**config.mk**
```make
export PLATFORM = sky130hd
export DESIGN_NAME = schedulerTop
export DESIGN_NICKNAME = d
export VERILOG_FILES = /design/src/schedPkg.sv /design/src/schedulerTop.sv /design/src/selectIssue.sv /design/src/wakeupLogic.sv /design/src/issueQueue.sv /design/src/dispatchDecode.sv
export SDC_FILE = /design/constraint.sdc
export NUM_CORES = 1
export LEC_CHECK = 0
export BUFFER_PORTS_ARGS = -buffer_cell sky130_fd_sc_hd__clkbuf_2
export CAP_MARGIN = 20
export CORE_AREA = 4 4 215 217
export CTS_CLUSTER_SIZE = 30
export DETAILED_ROUTE_END_ITERATION = 10
export DIE_AREA = 0 0 219 221
export PLACE_DENSITY_LB_ADDON = 0.3
export SLEW_MARGIN = 20
export SYNTH_ARGS = -nofsm -noshare
export SYNTH_HDL_FRONTEND = slang
export SYNTH_SLANG_ARGS = --single-unit
```
**constraint.sdc**
```tcl
create_clock -name clk -period 3.1 [get_ports clk]
set_clock_uncertainty 0.05 [all_clocks]
set_input_delay 0.155 -clock clk [delete_from_list [all_inputs] [get_ports clk]]
set_output_delay 0.155 -clock clk [all_outputs]
set_load 0.02 [all_outputs]
```
**src/schedPkg.sv**
```systemverilog
/*
 * Scheduler constants
 * Issue queue geometry, physical register tags, pipe indices, divider
 * latency and the op type encoding shared by all scheduler stages.
 */
package schedPkg;

    // Issue queue
    localparam int ENTRY_NUM = 8;
    localparam int ENTRY_BITS = 3;

    // Physical register file
    localparam int PHY_REG_NUM = 32;
    localparam int TAG_BITS = 5;

    // Issue pipes, one grant per pipe per cycle
    localparam int PIPE_NUM = 4;
    localparam int PIPE_INT = 0;
    localparam int PIPE_COMPLEX = 1;
    localparam int PIPE_LOAD = 2;
    localparam int PIPE_STORE = 3;

    // Divider stays busy this many cycles after a div issues
    localparam int DIV_LATENCY = 6;
    localparam int DIV_CNT_BITS = $clog2(DIV_LATENCY + 1);

    // subType qualifies the op type:
    //   OP_COMPLEX with subType set is a div
    //   OP_MEM with subType set is a store, otherwise a load
    //   OP_INT ignores subType
    typedef enum logic [1:0] {
        OP_INT,
        OP_COMPLEX,
        OP_MEM
    } opTypeT;

endpackage
```
**src/schedulerTop.sv**
```systemverilog
/*
 * Scheduler top
 * Dispatch, issue queue, wakeup and select stages of the integer scheduler.
 */
`timescale 1ns/1ps

module schedulerTop (
    input  logic                            clk,
    input  logic                            rst,
    input  logic                            write,
    input  logic [schedPkg::ENTRY_BITS-1:0] writePtr,
    input  schedPkg::opTypeT                opType,
    input  logic                            subType,
    input  logic                            srcValidA,
    input  logic [schedPkg::TAG_BITS-1:0]   srcTagA,
    input  logic                            srcValidB,
    input  logic [schedPkg::TAG_BITS-1:0]   srcTagB,
    input  logic                            dstValid,
    input  logic [schedPkg::TAG_BITS-1:0]   dstTag,
    input  logic                            stall,
    input  logic [schedPkg::ENTRY_NUM-1:0]  flushEntry,
    output logic [schedPkg::PIPE_NUM-1:0]   issueValid,
    output logic [schedPkg::ENTRY_BITS-1:0] issuePtr0,
    output logic [schedPkg::ENTRY_BITS-1:0] issuePtr1,
    output logic [schedPkg::ENTRY_BITS-1:0] issuePtr2,
    output logic [schedPkg::ENTRY_BITS-1:0] issuePtr3,
    output logic [schedPkg::ENTRY_NUM-1:0]  notIssued
);

    logic dispWrite;
    logic [schedPkg::ENTRY_BITS-1:0] dispPtr;
    logic isInt;
    logic isComplex;
    logic isDiv;
    logic isLoad;
    logic isStore;
    logic dSrcValidA;
    logic [schedPkg::TAG_BITS-1:0] dSrcTagA;
    logic dSrcValidB;
    logic [schedPkg::TAG_BITS-1:0] dSrcTagB;
    logic dDstValid;
    logic [schedPkg::TAG_BITS-1:0] dDstTag;
    logic [schedPkg::ENTRY_NUM-1:0] entryReady;
    logic [schedPkg::ENTRY_NUM-1:0] intReq;
    logic [schedPkg::ENTRY_NUM-1:0] complexReq;
    logic [schedPkg::ENTRY_NUM-1:0] loadReq;
    logic [schedPkg::ENTRY_NUM-1:0] storeReq;
    logic [schedPkg::ENTRY_NUM-1:0] grantVector;
    logic [schedPkg::PIPE_NUM-1:0] bcastValid;
    logic [schedPkg::PIPE_NUM-1:0][schedPkg::TAG_BITS-1:0] bcastTag;
    logic divFree;

    dispatchDecode dispatch (
        .clk, .rst, .write, .writePtr, .opType, .subType,
        .srcValidA, .srcTagA, .srcValidB, .srcTagB, .dstValid, .dstTag,
        .dispWrite, .dispPtr, .isInt, .isComplex, .isDiv, .isLoad, .isStore,
        .dSrcValidA, .dSrcTagA, .dSrcValidB, .dSrcTagB, .dDstValid, .dDstTag
    );

    issueQueue queue (
        .clk, .rst, .dispWrite, .dispPtr,
        .isInt, .isComplex, .isDiv, .isLoad, .isStore,
        .entryReady, .divFree, .grantVector, .flushEntry,
        .notIssued, .intReq, .complexReq, .loadReq, .storeReq
    );

    wakeupLogic wakeup (
        .clk, .rst, .dispWrite, .dispPtr,
        .dSrcValidA, .dSrcTagA, .dSrcValidB, .dSrcTagB, .dDstValid, .dDstTag,
        .bcastValid, .bcastTag, .entryReady
    );

    selectIssue select (
        .clk, .rst, .stall, .intReq, .complexReq, .loadReq, .storeReq,
        .dispWrite, .dispPtr, .isDiv, .dDstValid, .dDstTag,
        .grantVector, .issueValid, .issuePtr0, .issuePtr1, .issuePtr2, .issuePtr3,
        .bcastValid, .bcastTag, .divFree
    );

endmodule

```
**src/selectIssue.sv**
```systemverilog
/*
 * Select and issue
 * Grants the lowest ready entry per pipe, registers the issue outputs
 * with the destination tag broadcasts, and tracks divider occupancy.
 */
`timescale 1ns/1ps

module selectIssue (
    input  logic                                            clk,
    input  logic                                            rst,
    input  logic                                            stall,
    input  logic [schedPkg::ENTRY_NUM-1:0]                  intReq,
    input  logic [schedPkg::ENTRY_NUM-1:0]                  complexReq,
    input  logic [schedPkg::ENTRY_NUM-1:0]                  loadReq,
    input  logic [schedPkg::ENTRY_NUM-1:0]                  storeReq,
    input  logic                                            dispWrite,
    input  logic [schedPkg::ENTRY_BITS-1:0]                 dispPtr,
    input  logic                                            isDiv,
    input  logic                                            dDstValid,
    input  logic [schedPkg::TAG_BITS-1:0]                   dDstTag,
    output logic [schedPkg::ENTRY_NUM-1:0]                  grantVector,
    output logic [schedPkg::PIPE_NUM-1:0]                   issueValid,
    output logic [schedPkg::ENTRY_BITS-1:0]                 issuePtr0,
    output logic [schedPkg::ENTRY_BITS-1:0]                 issuePtr1,
    output logic [schedPkg::ENTRY_BITS-1:0]                 issuePtr2,
    output logic [schedPkg::ENTRY_BITS-1:0]                 issuePtr3,
    output logic [schedPkg::PIPE_NUM-1:0]                   bcastValid,
    output logic [schedPkg::PIPE_NUM-1:0][schedPkg::TAG_BITS-1:0] bcastTag,
    output logic                                            divFree
);

    logic [schedPkg::PIPE_NUM-1:0][schedPkg::ENTRY_NUM-1:0] req;
    logic [schedPkg::PIPE_NUM-1:0][schedPkg::ENTRY_NUM-1:0] grant;
    logic [schedPkg::PIPE_NUM-1:0][schedPkg::ENTRY_BITS-1:0] grantPtr;
    logic [schedPkg::PIPE_NUM-1:0][schedPkg::ENTRY_BITS-1:0] issuePtrQ;
    logic [schedPkg::ENTRY_NUM-1:0] dstValidMem;
    logic [schedPkg::ENTRY_NUM-1:0] isDivMem;
    logic [schedPkg::TAG_BITS-1:0] dstTagMem [schedPkg::ENTRY_NUM];
    logic [schedPkg::DIV_CNT_BITS-1:0] divCnt;
    logic divIssue;

    always_comb begin
        req[schedPkg::PIPE_INT] = intReq;
        req[schedPkg::PIPE_COMPLEX] = complexReq;
        req[schedPkg::PIPE_LOAD] = loadReq;
        req[schedPkg::PIPE_STORE] = storeReq;
        grantVector = '0;
        for (int p = 0; p < schedPkg::PIPE_NUM; p++) begin
            grant[p] = '0;
            grantPtr[p] = '0;
            // Scan downward so the lowest requesting entry wins
            for (int i = schedPkg::ENTRY_NUM - 1; i >= 0; i--) begin
                if (req[p][i] && !stall) begin
                    grant[p] = '0;
                    grant[p][i] = 1'b1;
                    grantPtr[p] = schedPkg::ENTRY_BITS'(i);
                end
            end
            grantVector |= grant[p];
        end
        divIssue = |(grant[schedPkg::PIPE_COMPLEX] & isDivMem);
    end

    always_ff @(posedge clk) begin
        if (rst) begin
            issueValid <= '0;
            bcastValid <= '0;
            divCnt <= '0;
        end else begin
            for (int p = 0; p < schedPkg::PIPE_NUM; p++) begin
                issueValid[p] <= |grant[p];
                bcastValid[p] <= (|grant[p]) && dstValidMem[grantPtr[p]];
            end
            if (divIssue) begin
                divCnt <= schedPkg::DIV_CNT_BITS'(schedPkg::DIV_LATENCY);
            end else if (divCnt != '0) begin
                divCnt <= divCnt - 1'b1;
            end
        end
    end

    always_ff @(posedge clk) begin
        for (int p = 0; p < schedPkg::PIPE_NUM; p++) begin
            issuePtrQ[p] <= grantPtr[p];
            bcastTag[p] <= dstTagMem[grantPtr[p]];
        end
        // Destination info per entry, looked up again at grant
        if (dispWrite) begin
            dstValidMem[dispPtr] <= dDstValid;
            dstTagMem[dispPtr] <= dDstTag;
            isDivMem[dispPtr] <= isDiv;
        end
    end

    assign issuePtr0 = issuePtrQ[schedPkg::PIPE_INT];
    assign issuePtr1 = issuePtrQ[schedPkg::PIPE_COMPLEX];
    assign issuePtr2 = issuePtrQ[schedPkg::PIPE_LOAD];
    assign issuePtr3 = issuePtrQ[schedPkg::PIPE_STORE];
    assign divFree = (divCnt == '0);

endmodule

```
**src/wakeupLogic.sv**
```systemverilog
/*
 * Wakeup logic
 * Tracks physical register readiness and per-entry source readiness,
 * both updated by the destination tag broadcasts from issue.
 */
`timescale 1ns/1ps

module wakeupLogic (
    input  logic                                            clk,
    input  logic                                            rst,
    input  logic                                            dispWrite,
    input  logic [schedPkg::ENTRY_BITS-1:0]                 dispPtr,
    input  logic                                            dSrcValidA,
    input  logic [schedPkg::TAG_BITS-1:0]                   dSrcTagA,
    input  logic                                            dSrcValidB,
    input  logic [schedPkg::TAG_BITS-1:0]                   dSrcTagB,
    input  logic                                            dDstValid,
    input  logic [schedPkg::TAG_BITS-1:0]                   dDstTag,
    input  logic [schedPkg::PIPE_NUM-1:0]                   bcastValid,
    input  logic [schedPkg::PIPE_NUM-1:0][schedPkg::TAG_BITS-1:0] bcastTag,
    output logic [schedPkg::ENTRY_NUM-1:0]                  entryReady
);

    logic [schedPkg::PHY_REG_NUM-1:0] regReady;
    logic [schedPkg::TAG_BITS-1:0] srcTagA [schedPkg::ENTRY_NUM];
    logic [schedPkg::TAG_BITS-1:0] srcTagB [schedPkg::ENTRY_NUM];
    logic [schedPkg::ENTRY_NUM-1:0] readyA;
    logic [schedPkg::ENTRY_NUM-1:0] readyB;

    function automatic logic bcastHit(input logic [schedPkg::TAG_BITS-1:0] tag);
        logic hit;
        hit = 1'b0;
        for (int p = 0; p < schedPkg::PIPE_NUM; p++) begin
            hit |= bcastValid[p] && (bcastTag[p] == tag);
        end
        return hit;
    endfunction

    always_ff @(posedge clk) begin
        if (rst) begin
            regReady <= '1;
        end else begin
            for (int p = 0; p < schedPkg::PIPE_NUM; p++) begin
                if (bcastValid[p]) begin
                    regReady[bcastTag[p]] <= 1'b1;
                end
            end
            // New producer allocated
            if (dispWrite && dDstValid) begin
                regReady[dDstTag] <= 1'b0;
            end
        end
    end

    always_ff @(posedge clk) begin
        for (int i = 0; i < schedPkg::ENTRY_NUM; i++) begin
            if (bcastHit(srcTagA[i])) readyA[i] <= 1'b1;
            if (bcastHit(srcTagB[i])) readyB[i] <= 1'b1;
        end
        // Bypass the broadcast that lands in the dispatch cycle
        if (dispWrite) begin
            srcTagA[dispPtr] <= dSrcTagA;
            srcTagB[dispPtr] <= dSrcTagB;
            readyA[dispPtr] <= !dSrcValidA || regReady[dSrcTagA] || bcastHit(dSrcTagA);
            readyB[dispPtr] <= !dSrcValidB || regReady[dSrcTagB] || bcastHit(dSrcTagB);
        end
    end

    assign entryReady = readyA & readyB;

endmodule

```
**src/issueQueue.sv**
```systemverilog
/*
 * Issue queue
 * Holds a not-issued flag and pipe class flags per entry and raises
 * per-pipe issue requests for ready entries, holding back divs while
 * the divider is busy.
 */
`timescale 1ns/1ps

module issueQueue (
    input  logic                            clk,
    input  logic                            rst,
    input  logic                            dispWrite,
    input  logic [schedPkg::ENTRY_BITS-1:0] dispPtr,
    input  logic                            isInt,
    input  logic                            isComplex,
    input  logic                            isDiv,
    input  logic                            isLoad,
    input  logic                            isStore,
    input  logic [schedPkg::ENTRY_NUM-1:0]  entryReady,
    input  logic                            divFree,
    input  logic [schedPkg::ENTRY_NUM-1:0]  grantVector,
    input  logic [schedPkg::ENTRY_NUM-1:0]  flushEntry,
    output logic [schedPkg::ENTRY_NUM-1:0]  notIssued,
    output logic [schedPkg::ENTRY_NUM-1:0]  intReq,
    output logic [schedPkg::ENTRY_NUM-1:0]  complexReq,
    output logic [schedPkg::ENTRY_NUM-1:0]  loadReq,
    output logic [schedPkg::ENTRY_NUM-1:0]  storeReq
);

    logic [schedPkg::ENTRY_NUM-1:0] entryInt;
    logic [schedPkg::ENTRY_NUM-1:0] entryComplex;
    logic [schedPkg::ENTRY_NUM-1:0] entryDiv;
    logic [schedPkg::ENTRY_NUM-1:0] entryLoad;
    logic [schedPkg::ENTRY_NUM-1:0] entryStore;
    logic [schedPkg::ENTRY_NUM-1:0] canIssue;

    // notIssued doubles as the entry valid bit
    always_ff @(posedge clk) begin
        if (rst) begin
            notIssued <= '0;
        end else begin
            if (dispWrite) begin
                notIssued[dispPtr] <= 1'b1;
            end
            // Grant and flush win over a dispatch into the same entry
            for (int i = 0; i < schedPkg::ENTRY_NUM; i++) begin
                if (grantVector[i] || flushEntry[i]) begin
                    notIssued[i] <= 1'b0;
                end
            end
        end
    end

    always_ff @(posedge clk) begin
        if (dispWrite) begin
            entryInt[dispPtr] <= isInt;
            entryComplex[dispPtr] <= isComplex;
            entryDiv[dispPtr] <= isDiv;
            entryLoad[dispPtr] <= isLoad;
            entryStore[dispPtr] <= isStore;
        end
    end

    always_comb begin
        for (int i = 0; i < schedPkg::ENTRY_NUM; i++) begin
            // An entry being flushed this cycle must not be selected
            canIssue[i] = notIssued[i] && !flushEntry[i] && entryReady[i];
            intReq[i] = canIssue[i] && entryInt[i];
            complexReq[i] = canIssue[i] && entryComplex[i] && (!entryDiv[i] || divFree);
            loadReq[i] = canIssue[i] && entryLoad[i];
            storeReq[i] = canIssue[i] && entryStore[i];
        end
    end

endmodule

```
**src/dispatchDecode.sv**
```systemverilog
/*
 * Dispatch stage
 * Registers the incoming op and decodes its type into one pipe class
 * plus the div flag, alongside the source and destination tag fields.
 */
`timescale 1ns/1ps

module dispatchDecode (
    input  logic                            clk,
    input  logic                            rst,
    input  logic                            write,
    input  logic [schedPkg::ENTRY_BITS-1:0] writePtr,
    input  schedPkg::opTypeT                opType,
    input  logic                            subType,
    input  logic                            srcValidA,
    input  logic [schedPkg::TAG_BITS-1:0]   srcTagA,
    input  logic                            srcValidB,
    input  logic [schedPkg::TAG_BITS-1:0]   srcTagB,
    input  logic                            dstValid,
    input  logic [schedPkg::TAG_BITS-1:0]   dstTag,
    output logic                            dispWrite,
    output logic [schedPkg::ENTRY_BITS-1:0] dispPtr,
    output logic                            isInt,
    output logic                            isComplex,
    output logic                            isDiv,
    output logic                            isLoad,
    output logic                            isStore,
    output logic                            dSrcValidA,
    output logic [schedPkg::TAG_BITS-1:0]   dSrcTagA,
    output logic                            dSrcValidB,
    output logic [schedPkg::TAG_BITS-1:0]   dSrcTagB,
    output logic                            dDstValid,
    output logic [schedPkg::TAG_BITS-1:0]   dDstTag
);

    always_ff @(posedge clk) begin
        if (rst) begin
            dispWrite <= 1'b0;
        end else begin
            dispWrite <= write;
        end
    end

    always_ff @(posedge clk) begin
        dispPtr <= writePtr;
        isComplex <= (opType == schedPkg::OP_COMPLEX);
        isDiv <= (opType == schedPkg::OP_COMPLEX) && subType;
        isLoad <= (opType == schedPkg::OP_MEM) && !subType;
        isStore <= (opType == schedPkg::OP_MEM) && subType;
        // Unused encoding falls back to the integer pipe
        isInt <= (opType != schedPkg::OP_COMPLEX) && (opType != schedPkg::OP_MEM);
        dSrcValidA <= srcValidA;
        dSrcTagA <= srcTagA;
        dSrcValidB <= srcValidB;
        dSrcTagB <= srcTagB;
        dDstValid <= dstValid;
        dDstTag <= dstTag;
    end

endmodule

```
==> impl_results.md <==
- CTS tree: done
- Routed WL: 59500 µm
- Commonest cells after routing, fill and taps aside: 288 x xor2_1, 168 x edfxtp_1, 126 x dfxtp_1
- Peak VDD IR: 0.000293 V
- Crit path launch: dispatch.dSrcTagA[0]$_DFF_P_
- Worst hold start: rst
- Setup-failing EPs final: 0
- CTS Sinks: 294
- Minimum clock period: 2.85 ns
- Largest family of logic cells by synthesized area: XOR/XNOR gates
- Slew Viols, Final: 0
- Ys Warns: 0
- Status: complete, no violations
- Synth Area in XOR/XNOR: approximately 18%
- CTS resizes: 0
- RSZ-0062 raised after global routing: false
- Post-synthesis cell count: 1654
- Fin cells: 2390
- Post-synthesis sequential area ratio: 43.0%
- Die Ht: ~220 µm
- Die area: a little under 50000 µm²
- Share of cells above drive strength 1: between 10% and 20%
- Core Area: between 40000 and 50000 µm²
- Setup crit start kind: flop
- DR pass1 iterations: 5
- Layout net count: 1809
- CP Class: flop to flop
- HP Class: primary input to flop
- Mapped Nets: 1692
- Vias/cell: 6.03
- EDFF count, synth: 168
- Clock latency on the worst-skew pair: around 0.55 ns
- Synth Area in Compound Gates: 11.2%
- Leak: 7.45 nW
- # H-tree levels: 2
- CP Capture Type: flop
- Relative slew margins: 24.8%
- Max Cap Viol: 0
- Worst slew pin tran: 1.13 ns
- Ys async rst share: 0%
- Final-report hold violation count: 0
- CTS clock-pin slew for the worst setup and hold paths: 0.06 ns
- Number of global-route vias before repair: around 14000
- Worst EP required: 3.41 ns
- Synth-to-Final Area Change: 15.7%
- Largest net degree at the start of global routing: 37
- ANT cells: 0
- Flops & latches, synth: just under 300
- Final TNS setup: 0 ns
- Final ANT Viol Nets: 0
- Placed wire-length estimate: around 41000 µm
- I/O pin total: 60
- Placed cell count: 2292
- GRT Total Usage: a little under a quarter
- Gpl congestion: approximately 0.96
- CTS Buf Count: 35
- Pwr/cell area: roughly 440 nW/µm²
- Power Total: 9.03 mW
- Mapped Area: 17600 µm²
- Standard-cell rows: 77
- Yosys cell types: just over 90
- Mean Syn Cell Area: between 10 and 15 µm²
- Starting Density: between 30% and 40%
- Root buffer cell: clkbuf_16
- Synth Area in Simple Gates: 14.6%
- Mux cell area share after synthesis: 9.45%
- Die X: 219 µm
- DR WL/cell: ~25 µm
- Reg2reg start: dispatch.dSrcTagA[0]$_DFF_P_
- F_max: 0.351 GHz
- # DRC: 0
- Top_reg_cell synth: edfxtp_1
- Critical path arrival: roughly 3.2 ns
- Initial antenna violation count: 0
- Fin crit share: 92.0%
- Overflow after GRT: 0
- Commonest non-fill, non-tap cell in the layout: xor2_1
- CTS max path bufs: 3
- Initial DRC Count: 1693
- Crit Path Max Fanout: 9
- Post-Synth Adder-Cell Area: less than 1%
- IO Port Bufs: roughly 60
- First-pass GRT wire length: between 80000 and 90000 µm
- Via Count: 14400
[worst paths after layout]
kind | slack (ns) | cells past startpoint | endpoint
max reg2reg | 0.25 | 6 | wakeup.readyA[0]$_DFF_P_
min reg2reg | 0.45 | 2 | wakeup.regReady[6]$_SDFF_PP1_
max | 0.25 | 6 | wakeup.readyA[0]$_DFF_P_
min | 0.07 | 2 | select.issueValid[3]$_SDFF_PP0_
[sequential cells by signal (all words and copies together) (netlist names), 4 cells and up]
| register | count |
|---|---|
| dispatch.dSrcTagB | 5 |
| wakeup.srcTagA | 40 |
| wakeup.srcTagB | 40 |
| queue.entryLoad | 8 |
| wakeup.regReady | 32 |
| dispatch.dDstTag | 5 |
| select.issueValid | 4 |
| select.bcastTag | 20 |
| queue.entryComplex | 8 |
| queue.entryInt | 8 |
| queue.entryDiv | 7 |
| select.bcastValid | 4 |
| queue.entryStore | 8 |
| wakeup.readyB | 8 |
| select.dstTagMem | 40 |
| queue.notIssued | 8 |
| wakeup.readyA | 8 |
| dispatch.dSrcTagA | 5 |
| select.dstValidMem | 8 |
[metrics by stage]
stage	area [µm²]	hold slack [ns]	util [%]	setup WS (ns)
floorplan	17600	0.133	-	0.354
global placement	18900	0.210	42.9	0.252
detailed placement	18900	0.210	42.9	0.230
CTS	20300	0.0350	46.1	0.228
global route	20300	0.0878	46.1	0.0806
finish	20300	0.0673	46.1	0.248
[critical path, cell delays in order (launching register included)]
cell	delay (ns)
dfxtp_1	0.55
buf_4	0.31
mux4_2	0.54
mux4_2	0.53
a211oi_2	0.25
buf_4	0.24
a21oi_1	0.20
[Yosys cell counts, drive strengths merged, types with 5 or more instances]
library cell / number / area (µm²)
xor2: 288 / 2520
edfxtp: 168 / 5040
dfxtp: 126 / 2520
mux2i: 85 / 851
nand2: 84 / 318
nor4: 74 / 463
nand3: 73 / 365
xnor2: 72 / 631
a22oi: 71 / 533
nor2: 60 / 225
clkbuf: 59 / 221
buf: 57 / 317
a21oi: 39 / 199
nand2b: 35 / 219
inv: 30 / 113
mux4: 30 / 676
o22ai: 30 / 188
nand4: 22 / 138
a31oi: 21 / 131
nor3: 19 / 95.1
o21ai: 17 / 88.8
and3: 16 / 101
nor3b: 15 / 113
mux2: 12 / 135
and3b: 10 / 87.6
a2111oi: 9 / 149
and2: 9 / 56.3
a32o: 7 / 70.1
and4b: 7 / 70.1
nor2b: 7 / 43.8
o32ai: 7 / 61.3
or3: 7 / 43.8
nand4b: 5 / 58.8
o21a: 5 / 37.5
o221ai: 5 / 43.8
[metal layers]
| metal | wire length (µm) | vias to the layer above | GRT usage [%] | part of all wire, % |
|---|---|---|---|---|
| met2 | 27700 | 731 | 38.9 | 46 |
| met4 | 2500 | 0 | 10.1 | 4.2 |
| met5 | 0 | - | 0 | 0 |
| li1 | - | 6370 | - | - |
| met3 | 4240 | 178 | 3.33 | 7.1 |
| met1 | 25100 | 7124 | 32.0 | 42 |
[cell type report]
class,instances,area (µm²)
Timing Repair Buffer,196,1450
Clock inverter,16,100
Multi-Input combinational cell,1212,9400
Clock buffer,48,976
Fill cell,4137,23800
Sequential cell,294,7570
Tap cell,592,741
Inverter,32,120
[logic make-up after synthesis]
logic type	after synthesis
AO/OA/AOI/OAI	261
buffers and inverters	148
multiplexers	127
adder cells (fa/ha/maj)	2
AND/OR/NAND/NOR	462
flip-flops	294
XOR/XNOR	360
[what timing repair did]
| item | CTS | global route |
|---|---|---|
| hold buffers | 34 | 0 |
| buffers inserted | 0 | 0 |
| hold endpoints to repair | 34 | 0 |
[where the power goes]
part           total, mW  switching (mW)  internal (mW)
Sequential          4.45           0.207           4.25
Clock               3.91            1.69           2.22
Combinational      0.671           0.368          0.303
Power figures use the tool's default switching activity.
